[src/verilog/arb_defs.svh]
`ifndef ARB_DEFS_SVH
`define ARB_DEFS_SVH

// Number of requesters that share the memory request port.
`define ARB_PORTS 4

// Entries in each input queue.
// A requester also starts with this many credits after reset.
`define ARB_QUEUE_DEPTH 4

// Request slots on the memory side, and the reset value of the mux credit counter.
`define ARB_MEM_CREDITS 2

// Request field widths.
`define ARB_ADDR_W 16
`define ARB_DATA_W 16

// Width of the source port number attached to each issued request.
`define ARB_SRC_W 2

`endif

[src/verilog/arb_pkg.sv]
`default_nettype none

`include "arb_defs.svh"

package arb_pkg;

    // Memory request opcode.
    // One bit wide, so a request packs into op, address and write data.
    typedef enum logic {
        OP_READ  = 1'b0,
        OP_WRITE = 1'b1
    } mem_op_e;

    // One request as a requester pushes it into its queue.
    // The op field sits in the top bit, which makes the struct 33 bits.
    typedef struct packed {
        mem_op_e                 op;
        logic [`ARB_ADDR_W-1:0]  addr;
        logic [`ARB_DATA_W-1:0]  wdata;
    } mem_req_t;

    // The request as it leaves on the memory port.
    // The source port rides along so the memory side knows where it came from.
    typedef struct packed {
        mem_req_t               req;
        logic [`ARB_SRC_W-1:0]  src;
    } mem_out_t;

    // Output state of the port mux.
    // MUX_ISSUE holds for exactly one cycle per taken grant.
    typedef enum logic {
        MUX_IDLE  = 1'b0,
        MUX_ISSUE = 1'b1
    } mux_state_e;

endpackage

`default_nettype wire

[src/verilog/round_robin_arbiter.sv]
`timescale 1ns/10ps
`default_nettype none

`include "arb_defs.svh"

// Round-robin arbiter built with the mask method.
// Two lowest-index scans run side by side: one over the requests above the
// last granted bit and one over all requests.
module round_robin_arbiter #(
    parameter int WIDTH = `ARB_PORTS
) (
    input  wire logic             clk,
    input  wire logic             rstn,
    input  wire logic             enable,
    input  wire logic [WIDTH-1:0] request,
    output logic      [WIDTH-1:0] grant
);

    // One-hot copy of the grant that was last taken, or zero after reset.
    logic [WIDTH-1:0] last_grant;

    // Ones in every bit position strictly above the last granted bit.
    logic [WIDTH-1:0] above_last;

    logic [WIDTH-1:0] masked_request;
    logic [WIDTH-1:0] masked_grant;
    logic [WIDTH-1:0] unmasked_grant;

    // Lowest index wins.
    // The scan walks downward so the last hit, the lowest set bit, is kept.
    function automatic logic [WIDTH-1:0] first_set(input logic [WIDTH-1:0] req);
        logic [WIDTH-1:0] onehot;
        onehot = '0;
        for (int i = WIDTH - 1; i >= 0; i--) begin
            if (req[i]) begin
                onehot    = '0;
                onehot[i] = 1'b1;
            end
        end
        return onehot;
    endfunction

    // Subtracting one from a one-hot value sets all bits below it.
    // Inverting and shifting left leaves only the bits above it.
    // With last_grant at zero the subtraction gives all ones, so the mask is empty.
    assign above_last = (~(last_grant - WIDTH'(1))) << 1;

    assign masked_request = request & above_last;

    assign masked_grant   = first_set(masked_request);
    assign unmasked_grant = first_set(request);

    // A requester above the last winner goes first.
    // When there is none, the search wraps to the lowest requesting index.
    assign grant = (masked_request != '0) ? masked_grant : unmasked_grant;

    // The pointer only moves when the grant is actually taken.
    always_ff @(posedge clk or negedge rstn) begin
        if (!rstn) begin
            last_grant <= '0;
        end else if (enable) begin
            last_grant <= grant;
        end
    end

    // At most one requester wins in any cycle.
    assert property (@(posedge clk) disable iff (!rstn) $onehot0(grant))
        else $error("round_robin_arbiter: grant is not one-hot");

    // Only a requesting port may be granted.
    assert property (@(posedge clk) disable iff (!rstn) (grant & ~request) == '0)
        else $error("round_robin_arbiter: grant without request");

endmodule

`default_nettype wire

[src/verilog/req_queue.sv]
`timescale 1ns/10ps
`default_nettype none

`include "arb_defs.svh"

// Input queue for one requester.
// Pushes are credited by the requester, and every pop hands one credit back.
module req_queue (
    input  wire logic              clk,
    input  wire logic              rstn,
    input  wire logic              push,
    input  wire arb_pkg::mem_req_t push_data,
    input  wire logic              pop,
    output logic                   not_empty,
    output arb_pkg::mem_req_t      head,
    output logic                   credit
);

    import arb_pkg::*;

    localparam int DEPTH = `ARB_QUEUE_DEPTH;
    localparam int PTR_W = (DEPTH > 1) ? $clog2(DEPTH) : 1;
    localparam int CNT_W = $clog2(DEPTH + 1);

    // Entry storage.
    // Only the pointers and the count carry control state.
    mem_req_t mem [DEPTH];

    logic [PTR_W-1:0] wr_ptr;
    logic [PTR_W-1:0] rd_ptr;
    logic [CNT_W-1:0] count;

    logic full;
    logic do_push;
    logic do_pop;

    // Step a pointer around the ring, which need not be a power of two.
    function automatic logic [PTR_W-1:0] next_ptr(input logic [PTR_W-1:0] ptr);
        logic [PTR_W-1:0] nxt;
        if (ptr == PTR_W'(DEPTH - 1)) begin
            nxt = '0;
        end else begin
            nxt = ptr + PTR_W'(1);
        end
        return nxt;
    endfunction

    assign full      = (count == CNT_W'(DEPTH));
    assign not_empty = (count != '0);

    // The credit protocol keeps pushes away from a full queue.
    // These qualifiers stop a stray push or pop from corrupting the pointers.
    assign do_push = push && !full;
    assign do_pop  = pop && not_empty;

    // The oldest entry is always presented, even before it is granted.
    assign head = mem[rd_ptr];

    // A credit leaves in the same cycle as the pop that frees the slot.
    assign credit = do_pop;

    always_ff @(posedge clk) begin
        if (do_push) begin
            mem[wr_ptr] <= push_data;
        end
    end

    always_ff @(posedge clk or negedge rstn) begin
        if (!rstn) begin
            wr_ptr <= '0;
            rd_ptr <= '0;
            count  <= '0;
        end else begin
            if (do_push) begin
                wr_ptr <= next_ptr(wr_ptr);
            end
            if (do_pop) begin
                rd_ptr <= next_ptr(rd_ptr);
            end
            // Push and pop together leave the occupancy unchanged.
            if (do_push && !do_pop) begin
                count <= count + CNT_W'(1);
            end else if (do_pop && !do_push) begin
                count <= count - CNT_W'(1);
            end
        end
    end

    // A requester that tracks its credits never pushes into a full queue.
    assert property (@(posedge clk) disable iff (!rstn) push |-> !full)
        else $error("req_queue: push while full, requester credit lost");

    // The mux only pops a queue the arbiter saw as non-empty.
    assert property (@(posedge clk) disable iff (!rstn) pop |-> not_empty)
        else $error("req_queue: pop while empty");

endmodule

`default_nettype wire

[src/verilog/mem_port_mux.sv]
`timescale 1ns/10ps
`default_nettype none

`include "arb_defs.svh"

// Drives the memory request port from the granted queue head.
// It also tracks how many request slots the memory side has free.
module mem_port_mux (
    input  wire logic                   clk,
    input  wire logic                   rstn,
    input  wire logic [`ARB_PORTS-1:0]  grant,
    input  wire arb_pkg::mem_req_t      heads [`ARB_PORTS],
    output logic                        take,
    input  wire logic                   mem_credit,
    output logic                        mem_valid,
    output arb_pkg::mem_out_t           mem_req
);

    import arb_pkg::*;

    localparam int PORTS   = `ARB_PORTS;
    localparam int CREDITS = `ARB_MEM_CREDITS;
    localparam int SRC_W   = `ARB_SRC_W;
    localparam int CRED_W  = $clog2(CREDITS + 1);

    // Free request slots on the memory side.
    logic [CRED_W-1:0] credits;

    mux_state_e state;

    // Index of the granted port.
    logic [SRC_W-1:0] sel;

    // Turn the one-hot grant into a port number.
    // The grant is one-hot or zero, so at most one bit matches.
    always_comb begin
        sel = '0;
        for (int i = 0; i < PORTS; i++) begin
            if (grant[i]) begin
                sel = SRC_W'(i);
            end
        end
    end

    // A grant is taken only while a memory slot is free.
    // With no credits the queues simply keep their entries.
    assign take = (grant != '0) && (credits != '0);

    // The issue state lasts exactly the cycle after a take.
    always_ff @(posedge clk or negedge rstn) begin
        if (!rstn) begin
            state <= MUX_IDLE;
        end else if (take) begin
            state <= MUX_ISSUE;
        end else begin
            state <= MUX_IDLE;
        end
    end

    assign mem_valid = (state == MUX_ISSUE);

    // Capture the selected head together with its source port.
    // mem_valid qualifies this register, so it holds its value between issues.
    always_ff @(posedge clk) begin
        if (take) begin
            mem_req.req <= heads[sel];
            mem_req.src <= sel;
        end
    end

    // An issue spends a slot and a returned credit frees one.
    // When both happen in the same cycle the count stays put.
    always_ff @(posedge clk or negedge rstn) begin
        if (!rstn) begin
            credits <= CRED_W'(CREDITS);
        end else begin
            case ({take, mem_credit})
                2'b10: credits <= credits - CRED_W'(1);
                2'b01: credits <= credits + CRED_W'(1);
                default: credits <= credits;
            endcase
        end
    end

    // The memory side never returns more slots than requests it has received.
    assert property (@(posedge clk) disable iff (!rstn) credits <= CRED_W'(CREDITS))
        else $error("mem_port_mux: memory credit returned with no request outstanding");

endmodule

`default_nettype wire

[src/verilog/mem_arbiter_top.sv]
`timescale 1ns/10ps
`default_nettype none

`include "arb_defs.svh"

// Shared memory request arbiter.
// Four credited input queues feed a round-robin arbiter.
// The port mux puts one winner per cycle on the memory request port.
module mem_arbiter_top (
    input  wire logic                   clk,
    input  wire logic                   rstn,
    input  wire logic [`ARB_PORTS-1:0]  req_push,
    input  wire arb_pkg::mem_req_t      req_data [`ARB_PORTS],
    output logic      [`ARB_PORTS-1:0]  req_credit,
    output logic                        mem_valid,
    output arb_pkg::mem_out_t           mem_req,
    input  wire logic                   mem_credit
);

    import arb_pkg::*;

    // Non-empty flags of all queues form the arbiter's request vector.
    logic [`ARB_PORTS-1:0] not_empty;

    // One-hot winner, valid in the same cycle as the requests.
    logic [`ARB_PORTS-1:0] grant;

    // High when the mux accepts the grant, which pops the winning queue.
    logic take;

    // Oldest entry of each queue.
    mem_req_t heads [`ARB_PORTS];

    for (genvar p = 0; p < `ARB_PORTS; p++) begin : g_queue
        // Only the granted queue pops, and only when the grant is taken.
        req_queue i_queue (
            .clk       (clk),
            .rstn      (rstn),
            .push      (req_push[p]),
            .push_data (req_data[p]),
            .pop       (take & grant[p]),
            .not_empty (not_empty[p]),
            .head      (heads[p]),
            .credit    (req_credit[p])
        );
    end

    // The pointer advances exactly when the mux takes the grant.
    round_robin_arbiter #(
        .WIDTH (`ARB_PORTS)
    ) i_arbiter (
        .clk     (clk),
        .rstn    (rstn),
        .enable  (take),
        .request (not_empty),
        .grant   (grant)
    );

    mem_port_mux i_mux (
        .clk        (clk),
        .rstn       (rstn),
        .grant      (grant),
        .heads      (heads),
        .take       (take),
        .mem_credit (mem_credit),
        .mem_valid  (mem_valid),
        .mem_req    (mem_req)
    );

endmodule

`default_nettype wire

[config.mk]
export PLATFORM = sky130hd
export DESIGN_NAME = mem_arbiter_top
export DESIGN_NICKNAME = d
export VERILOG_FILES = /design/src/verilog/arb_pkg.sv /design/src/verilog/round_robin_arbiter.sv /design/src/verilog/req_queue.sv /design/src/verilog/mem_port_mux.sv /design/src/verilog/mem_arbiter_top.sv
export VERILOG_INCLUDE_DIRS = /design/src /design/src/verilog
export SDC_FILE = /design/constraint.sdc
export NUM_CORES = 1
export LEC_CHECK = 0
export ABC_CLOCK_PERIOD_IN_PS = 3600
export BUFFER_PORTS_ARGS = -buffer_cell sky130_fd_sc_hd__buf_4
export CORE_MARGIN = 3
export CORE_UTILIZATION = 54
export DETAILED_ROUTE_END_ITERATION = 6
export PLACE_DENSITY_LB_ADDON = 0.05
export SLEW_MARGIN = 20
export SYNTH_ARGS = -nofsm -noshare
export SYNTH_HDL_FRONTEND = slang
export SYNTH_HIERARCHICAL = 1
export SYNTH_SLANG_ARGS = --single-unit
[constraint.sdc]
create_clock -name clk -period 3.6 [get_ports clk]
set_input_delay 0.54 -clock clk [delete_from_list [all_inputs] [get_ports clk]]
set_output_delay 0.54 -clock clk [all_outputs]
set_load 0.03 [all_outputs]
==> Word-level counts from Yosys, hierarchy flattened <==
Memory sizes are Yosys's and may differ from the RTL's.
Cells that the tools add are included.
{ "op_classes": {"reduce_logical": 41, "n_eq_ne": 14, "bitwise": 7, "n_lt_le_gt_ge": 1, "n_mux": 41, "addsub": 19} }
{ "op_table": {"columns": ["op", "count"], "rows": [
  ["33-bit binary-select mux with 2-bit select", 1],
  ["33-bit 2-to-1 mux", 2],
  ["4-bit 2-to-1 mux", 9],
  ["3-bit 2-to-1 mux", 8],
  ["2-bit 2-to-1 mux", 10],
  ["2-bit by 1-bit adder with 2-bit output (second input constant)", 9],
  ["2-bit equality test (second input constant)", 9],
  ["1-bit logical AND", 17],
  ["3-bit by 1-bit subtractor with 3-bit output (second input constant)", 5],
  ["3-bit by 1-bit adder with 3-bit output (second input constant)", 4],
  ["3-bit equality test (second input constant)", 4],
  ["1-bit logical NOT", 12],
  ["2-bit nonzero test", 6],
  ["3-bit nonzero test", 4],
  ["1-bit 2-to-1 mux", 10],
  ["4-bit nonzero test", 2],
  ["1-bit bitwise AND", 4],
  ["4-bit bitwise AND", 1],
  ["2-bit one-hot mux with 2 select lines", 1],
  ["3-bit >= comparator (second input constant)", 1],
  ["2-bit NOT with 3-bit output", 1],
  ["3-bit NOT", 1],
  ["2-bit by 1-bit equality test with 1-bit output (second input constant)", 1],
  ["2-bit by 1-bit subtractor with 2-bit output (second input constant)", 1]
]} }
{ "word_totals": {"register_bits": 69, "output_inout_bits": 40, "ram_bits": 528, "mem_count": 4, "input_bits": 139} }
{ "memory_table": {"columns": ["name", "depth", "width", "rd", "rd_ports_with_merged_regs", "wr", "line", "source"], "rows": [
  ["g_queue[0].i_queue.mem", 4, 33, 1, 0, 1, "req_queue.sv:27", "mem_req_t mem [DEPTH];"],
  ["g_queue[1].i_queue.mem", 4, 33, 1, 0, 1, "req_queue.sv:27", null],
  ["g_queue[2].i_queue.mem", 4, 33, 1, 0, 1, "req_queue.sv:27", null],
  ["g_queue[3].i_queue.mem", 4, 33, 1, 0, 1, "req_queue.sv:27", null]
]} }

==> Logic depth before layout (Yosys ltp) <==
{ "depth": {"word_depth": 15, "mapped_depth": 17} }

==> Hierarchy <==
Netlist, hierarchy kept.
{ "modules_own_cells": {"columns": ["mod", "cells_per_inst", "seq_area_each_um2", "instances", "area_per_inst_um2"], "rows": [
  ["req_queue at g_queue[0].i_queue ...", 210, 4139.0, 3, 5258.8],
  ["req_queue at g_queue[1].i_queue", 211, 4139.0, 1, 5261.3],
  ["mem_port_mux", 194, 1127.3, 1, 2418.6],
  ["round_robin_arbiter", 28, 75.1, 1, 230.2],
  ["mem_arbiter_top", 4, 0.0, 1, 25.0]
]} }

==> Worst setup path after synthesis <==
OpenSTA, ideal clock, no wires.
{ "synth_path": {"kind": "reg2reg", "startpoint": "register g_queue[2].i_queue.count[0]", "endpoint": "register g_queue[1].i_queue.count[1]", "path_slack_ns": -0.358, "required_time_ns": 3.475, "arrival_ns": 3.834, "synth_period_minus_slack_ns": 3.958, "n_path_buf": 2, "stages_incl_launch_ff": 14, "cell_sequence": "dfrtp_1 -> or3_4 -> a22oi_1 -> a22o_1 -> buf_6 -> buf_12 -> o32ai_1 -> inv_1 -> and2_1 -> nand2_4 -> ha_1 -> inv_1 -> fa_1 -> mux2_2"} }
{ "synth_between": {"elab_chain_len": 13, "word_cells_on_any_way": 19, "cone_classes": "mux: 8; bitwise: 2; reduce/logical: 9"} }
{ "synth_lines": {"columns": ["item", "line", "source"], "rows": [
  ["start: declaration", "req_queue.sv:31", "logic [CNT_W-1:0] count;"],
  ["start signal: assignment", "req_queue.sv:82", "count <= count + CNT_W'(1);"],
  ["start signal: assignment", "req_queue.sv:84", "count <= count - CNT_W'(1);"],
  ["3-bit nonzero test (*)", "req_queue.sv:49", "assign not_empty = (count != '0);"],
  ["net not_empty[2]", "mem_arbiter_top.sv:23", "logic [`ARB_PORTS-1:0] not_empty;"],
  ["4-bit bitwise AND", "round_robin_arbiter.sv:48", "assign masked_request = request & above_last;"],
  ["4-bit 2-to-1 mux (3 in series)", "round_robin_arbiter.sv:35", "if (req[i]) begin"],
  ["4-bit 2-to-1 mux (*)", "round_robin_arbiter.sv:55", "assign grant = (masked_request != '0) ? masked_grant : unmasked_grant;"],
  ["net grant[1]", "mem_arbiter_top.sv:26", "logic [`ARB_PORTS-1:0] grant;"],
  ["4-bit nonzero test (*)", "mem_port_mux.sv:47", "assign take = (grant != '0) && (credits != '0);"],
  ["1-bit logical AND (*)", "mem_port_mux.sv:47", null],
  ["net take", "mem_arbiter_top.sv:29", "logic take;"],
  ["1-bit bitwise AND (*)", "mem_arbiter_top.sv:41", ".pop (take & grant[p]),"],
  ["1-bit logical AND (*)", "req_queue.sv:54", "assign do_pop = pop && not_empty;"],
  ["1-bit logical NOT", "req_queue.sv:81", "if (do_push && !do_pop) begin"],
  ["1-bit logical AND", "req_queue.sv:81", null],
  ["3-bit 2-to-1 mux / 2-bit nonzero test (equally long branches)", null, null],
  ["end signal: assignment", "req_queue.sv:82", null],
  ["end signal: assignment", "req_queue.sv:84", null],
  ["end: declaration", "req_queue.sv:31", null]
]} }
The timed path passes the listed nets; every way through them passes the cells marked *.
A chain may end at the register's enable or synchronous reset.

==> Worst setup path after layout <==
{ "layout_path": {"startpoint": "register g_queue[3].i_queue.count[0]", "endpoint": "output port req_credit[0]"} }
{ "layout_between": {"elab_chain_len": 11, "word_cells_on_any_way": 16, "cone_classes": "mux: 9; bitwise: 2; reduce/logical: 5"} }
{ "layout_lines": {"columns": ["item", "line", "source"], "rows": [
  ["start: declaration", "req_queue.sv:31", null],
  ["start signal: assignment", "req_queue.sv:82", null],
  ["start signal: assignment", "req_queue.sv:84", null],
  ["3-bit nonzero test (*)", "req_queue.sv:49", null],
  ["net not_empty[3]", "mem_arbiter_top.sv:23", null],
  ["4-bit bitwise AND", "round_robin_arbiter.sv:48", null],
  ["4-bit 2-to-1 mux (4 in series)", "round_robin_arbiter.sv:35", null],
  ["4-bit 2-to-1 mux (*)", "round_robin_arbiter.sv:55", null],
  ["net grant[3]", "mem_arbiter_top.sv:26", null],
  ["4-bit nonzero test (*)", "mem_port_mux.sv:47", null],
  ["1-bit logical AND (*)", "mem_port_mux.sv:47", null],
  ["net take", "mem_arbiter_top.sv:29", null],
  ["1-bit bitwise AND (*)", "mem_arbiter_top.sv:41", null],
  ["1-bit logical AND (*)", "req_queue.sv:54", null],
  ["end: declaration", "mem_arbiter_top.sv:14", "output logic [`ARB_PORTS-1:0] req_credit,"]
]} }
Marks and branches as above.

==> results by group <==
Global route
  – First-pass GRT wire length: 69.6 mm
  – Initial antenna violation count: 4
  – GRT Total Usage: 0.200
  – Gr ovfl total: 0
  – Largest net degree at the start of global routing: 68
  – Number of global-route vias before repair: 11200

CTS
  – Num CTS Buffers: 60
  – H-tree levels: 2
  – Clk sinks: 597
  – Reg clk slew, reported paths: 0.06 ns
  – CTS max path bufs: 3
  – Clk Latency, worst-skew pair: 0.62 ns
  – Clock Root Buffer: clkbuf_16
  – TritonCTS clock tree: yes

Route
  – Routed len/inst: 23.6 um
  – WL final: 46.0 mm
  – DR vias: 10900
  – TritonRoute pass-1 iters: 4
  – Drt drc: 0
  – Post-route ant nets: 0
  – Starting DRT DRC Count: 671
  – Via density per instance: 5.61

Worst setup path
  – Critical path class: flop to output pin
  – CP arrival: 3.01 ns
  – Required time worst endpoint: 3.06 ns
  – Critical path fanouts, max: 7
  – Cells on worst reg2reg path: 16
  – FF-to-FF End: g_queue[0].i_queue/count[2]
  – Reg-to-reg startpoint: g_queue[3].i_queue/count[0]
  – Worst setup SP type: flop
  – R2r setup slk: 0.20 ns
  – CP endpoint kind: output pin

Pwr
  – Tot Pwr: 25.7 mW
  – Total power per unit cell area: 926 nW/um^2
  – Leakage: 9.81 nW
  – Max VDD drop: 0.732 mV
  – Combinational power share: 0.369
  – Clock power frac: 0.223
  – P_sw: 8.34 mW
  – Seq pwr share: 0.409
  – Int Pwr: 17.4 mW
  – Switching part of the total: 0.324

Timing
  – Worst-Margin Slew: 1.09 ns
  – Worst relative slew slack: 0.277
  – # setup viols final: 0
  – Final Hold Slack: 0.121 ns
  – Final period util: 0.985
  – Final min period: 3.55 ns
  – Fmax: 282 MHz
  – Slew Viols, Final: 0
  – RSZ-0062 raised after global routing: yes
  – Clock Skews: 0.0178 ns
  – Endpoints failing hold: 0

Yosys
  – Syn Area/Cell: 22.2 sq um
  – Cells after Synth: 1067
  – Synthesized net count: 1236
  – Post-synth EDFFs: 563
  – Synth cell types: 40
  – Yosys top cell area share: 0.713
  – Synth Flop Type: edfxtp_1
  – Synth warnings: 6
  – Synth area leaders: edfxtp_1 71%, mux4_2 11%, dfrtp_1 3.5%, mux4_1 2.2%, mux2_4 1.8%
  – Register bit total from synthesis: 597
  – Netlist Area Pre-Place: 23700 sq um
  – Asr flop ratio synth: 0.0570
  – Register area share after synthesis: 0.749
  – Synth area leader: edfxtp_1

Placed design
  – Placed cells: 1814
  – Placer Congestion: 0.755
  – Hpwl dp: 29.5 mm
  – I/O Buffers: 178

Cells and area
  – Commonest non-fill, non-tap cell in the layout: edfxtp_1
  – Layout cells sized above 1: 0.386
  – Fill cell count: 2979
  – Post-Layout Cell Count: 1949
  – Most frequent cells in the layout: 563 x edfxtp_1, 226 x buf_4, 112 x mux4_2
  – Area growth syn-to-layout: 17.2%
  – Fin util: 0.642
  – Fin nets: 1487

Die
  – IO Pins: 179
  – Core ar.: 43300 sq um
  – DIE AREA: 46500 sq um
  – Initial Util: 0.548
  – Row count: 76
  – Die Height: 216 um
  – Die W: 216 um

Min path
  – Min-Delay Startpoint: req_data[129]
  – Hold EP: g_queue[0].i_queue/mem[2][30]
  – Cells on Worst Hold Path: 1
  – Hold Path Class: primary input to flop

Outcome
  – Status: completed

Flow run
  – Max_cap viols: 0
-- cell usage after synthesis (all sizes together), types with 2 or more instances --
| cell | number |
|---|---|
| inv | 21 |
| xnor2 | 6 |
| or3 | 4 |
| and2 | 19 |
| edfxtp | 563 |
| clkbuf | 5 |
| a22oi | 2 |
| nand2 | 40 |
| fa | 4 |
| mux4 | 132 |
| nor2b | 2 |
| nand3 | 3 |
| mux2i | 33 |
| buf | 41 |
| a21boi | 4 |
| xor2 | 10 |
| ha | 26 |
| o21ai | 35 |
| nor2 | 20 |
| dfrtp | 33 |
| mux2 | 53 |
-- logic make-up after synthesis --
group           synth area share
compound gates            0.0127
xor+xnor                 0.00591
fa+ha+maj                 0.0171
buf+inv                   0.0239
flops                      0.749
mux                        0.172
simple gates              0.0194
-- worst max-delay path by stage --
stage,from,to,slack (ns),depth (start not counted)
detailed placement,g_queue[3].i_queue/count[2],g_queue[1].i_queue/count[2],0.17,15
global placement,g_queue[3].i_queue/count[2],g_queue[0].i_queue/count[2],0.23,15
CTS,i_arbiter/last_grant[0],req_credit[3],0.0002,12
global route,g_queue[3].i_queue/count[0],req_credit[3],-0.06,11
floorplan,g_queue[1].i_queue/count[1],g_queue[2].i_queue/count[2],-0.19,15
finish,g_queue[3].i_queue/count[0],req_credit[0],0.05,11
-- registers in the layout, indices dropped and copies added, names as in the netlist --
register	count
g_queue.i_queue/mem	528
i_mux/mem_req	35
g_queue.i_queue/count	12
g_queue.i_queue/rd_ptr	8
g_queue.i_queue/wr_ptr	8
i_arbiter/last_grant	3
i_mux/credits	2
i_mux/mem_valid	1
-- metrics by stage --
step	TNS [ns]	area (sq um)	setup slack [ns]
finish	0	27800	0.0536
global route	-0.181	27800	-0.0610
CTS	0	27600	0.000249
detailed placement	0	25700	0.171
global placement	0	25700	0.230
floorplan	-1.31	23800	-0.189
-- cell type report --
| cell class | instances | area (sq um) | area share |
|---|---|---|---|
| flip-flops and latches | 597 | 17800 | 0.639 |
| multi-input cells | 403 | 5560 | 0.200 |
| repair buffers | 235 | 1840 | 0.0662 |
| clock buffers | 76 | 1560 | 0.0562 |
| well taps | 585 | 732 | 0.0263 |
| clock inverters | 29 | 244 | 0.00878 |
| inverters | 21 | 85.1 | 0.00306 |
| diodes | 3 | 7.51 | 0.000270 |
-- timing repair --
| action | CTS | global route |
|---|---|---|
| hold buffers | 1 | 0 |
| gates resized for setup | 2 | 14 |
| endpoints found under the hold margin | 33 | 0 |
| pin swaps | 6 | 12 |
| setup endpoints to repair | 4 | 4 |
| setup buffers | 11 | 15 |
-- power groups by stage --
stage | combinational, mW | sequential [mW] | clock (mW)
global placement | 9.07 | 10.7 | 0
detailed placement | 9.15 | 10.7 | 0
global route | 10.2 | 10.7 | 6.20
CTS | 9.32 | 10.6 | 5.88
floorplan | 6.54 | 10.7 | 0
finish | 9.49 | 10.5 | 5.74
-- routing by layer --
layer  GRT usage  vias up  share of wire  wire length (um)
met5           0        -        0.00056                26
met3      0.0497       68          0.062              2850
met4      0.0509        4          0.018               808
met2       0.303      269           0.47             21500
met1       0.299     5720           0.45             20800
li1            -     4876              -                 -
-- critical path, stage by stage (launching register included) --
cell        delay, ns
dfrtp_2          0.40
or3_4            0.42
nor2b_4          0.14
o21ai_2          0.05
a22oi_2          0.07
or2_4            0.27
o32ai_4          0.33
clkinvlp_4       0.23
and2_4           0.22
nand2_8          0.07
inv_2            0.04
buf_6            0.12
(Power assumes the default switching activity.)
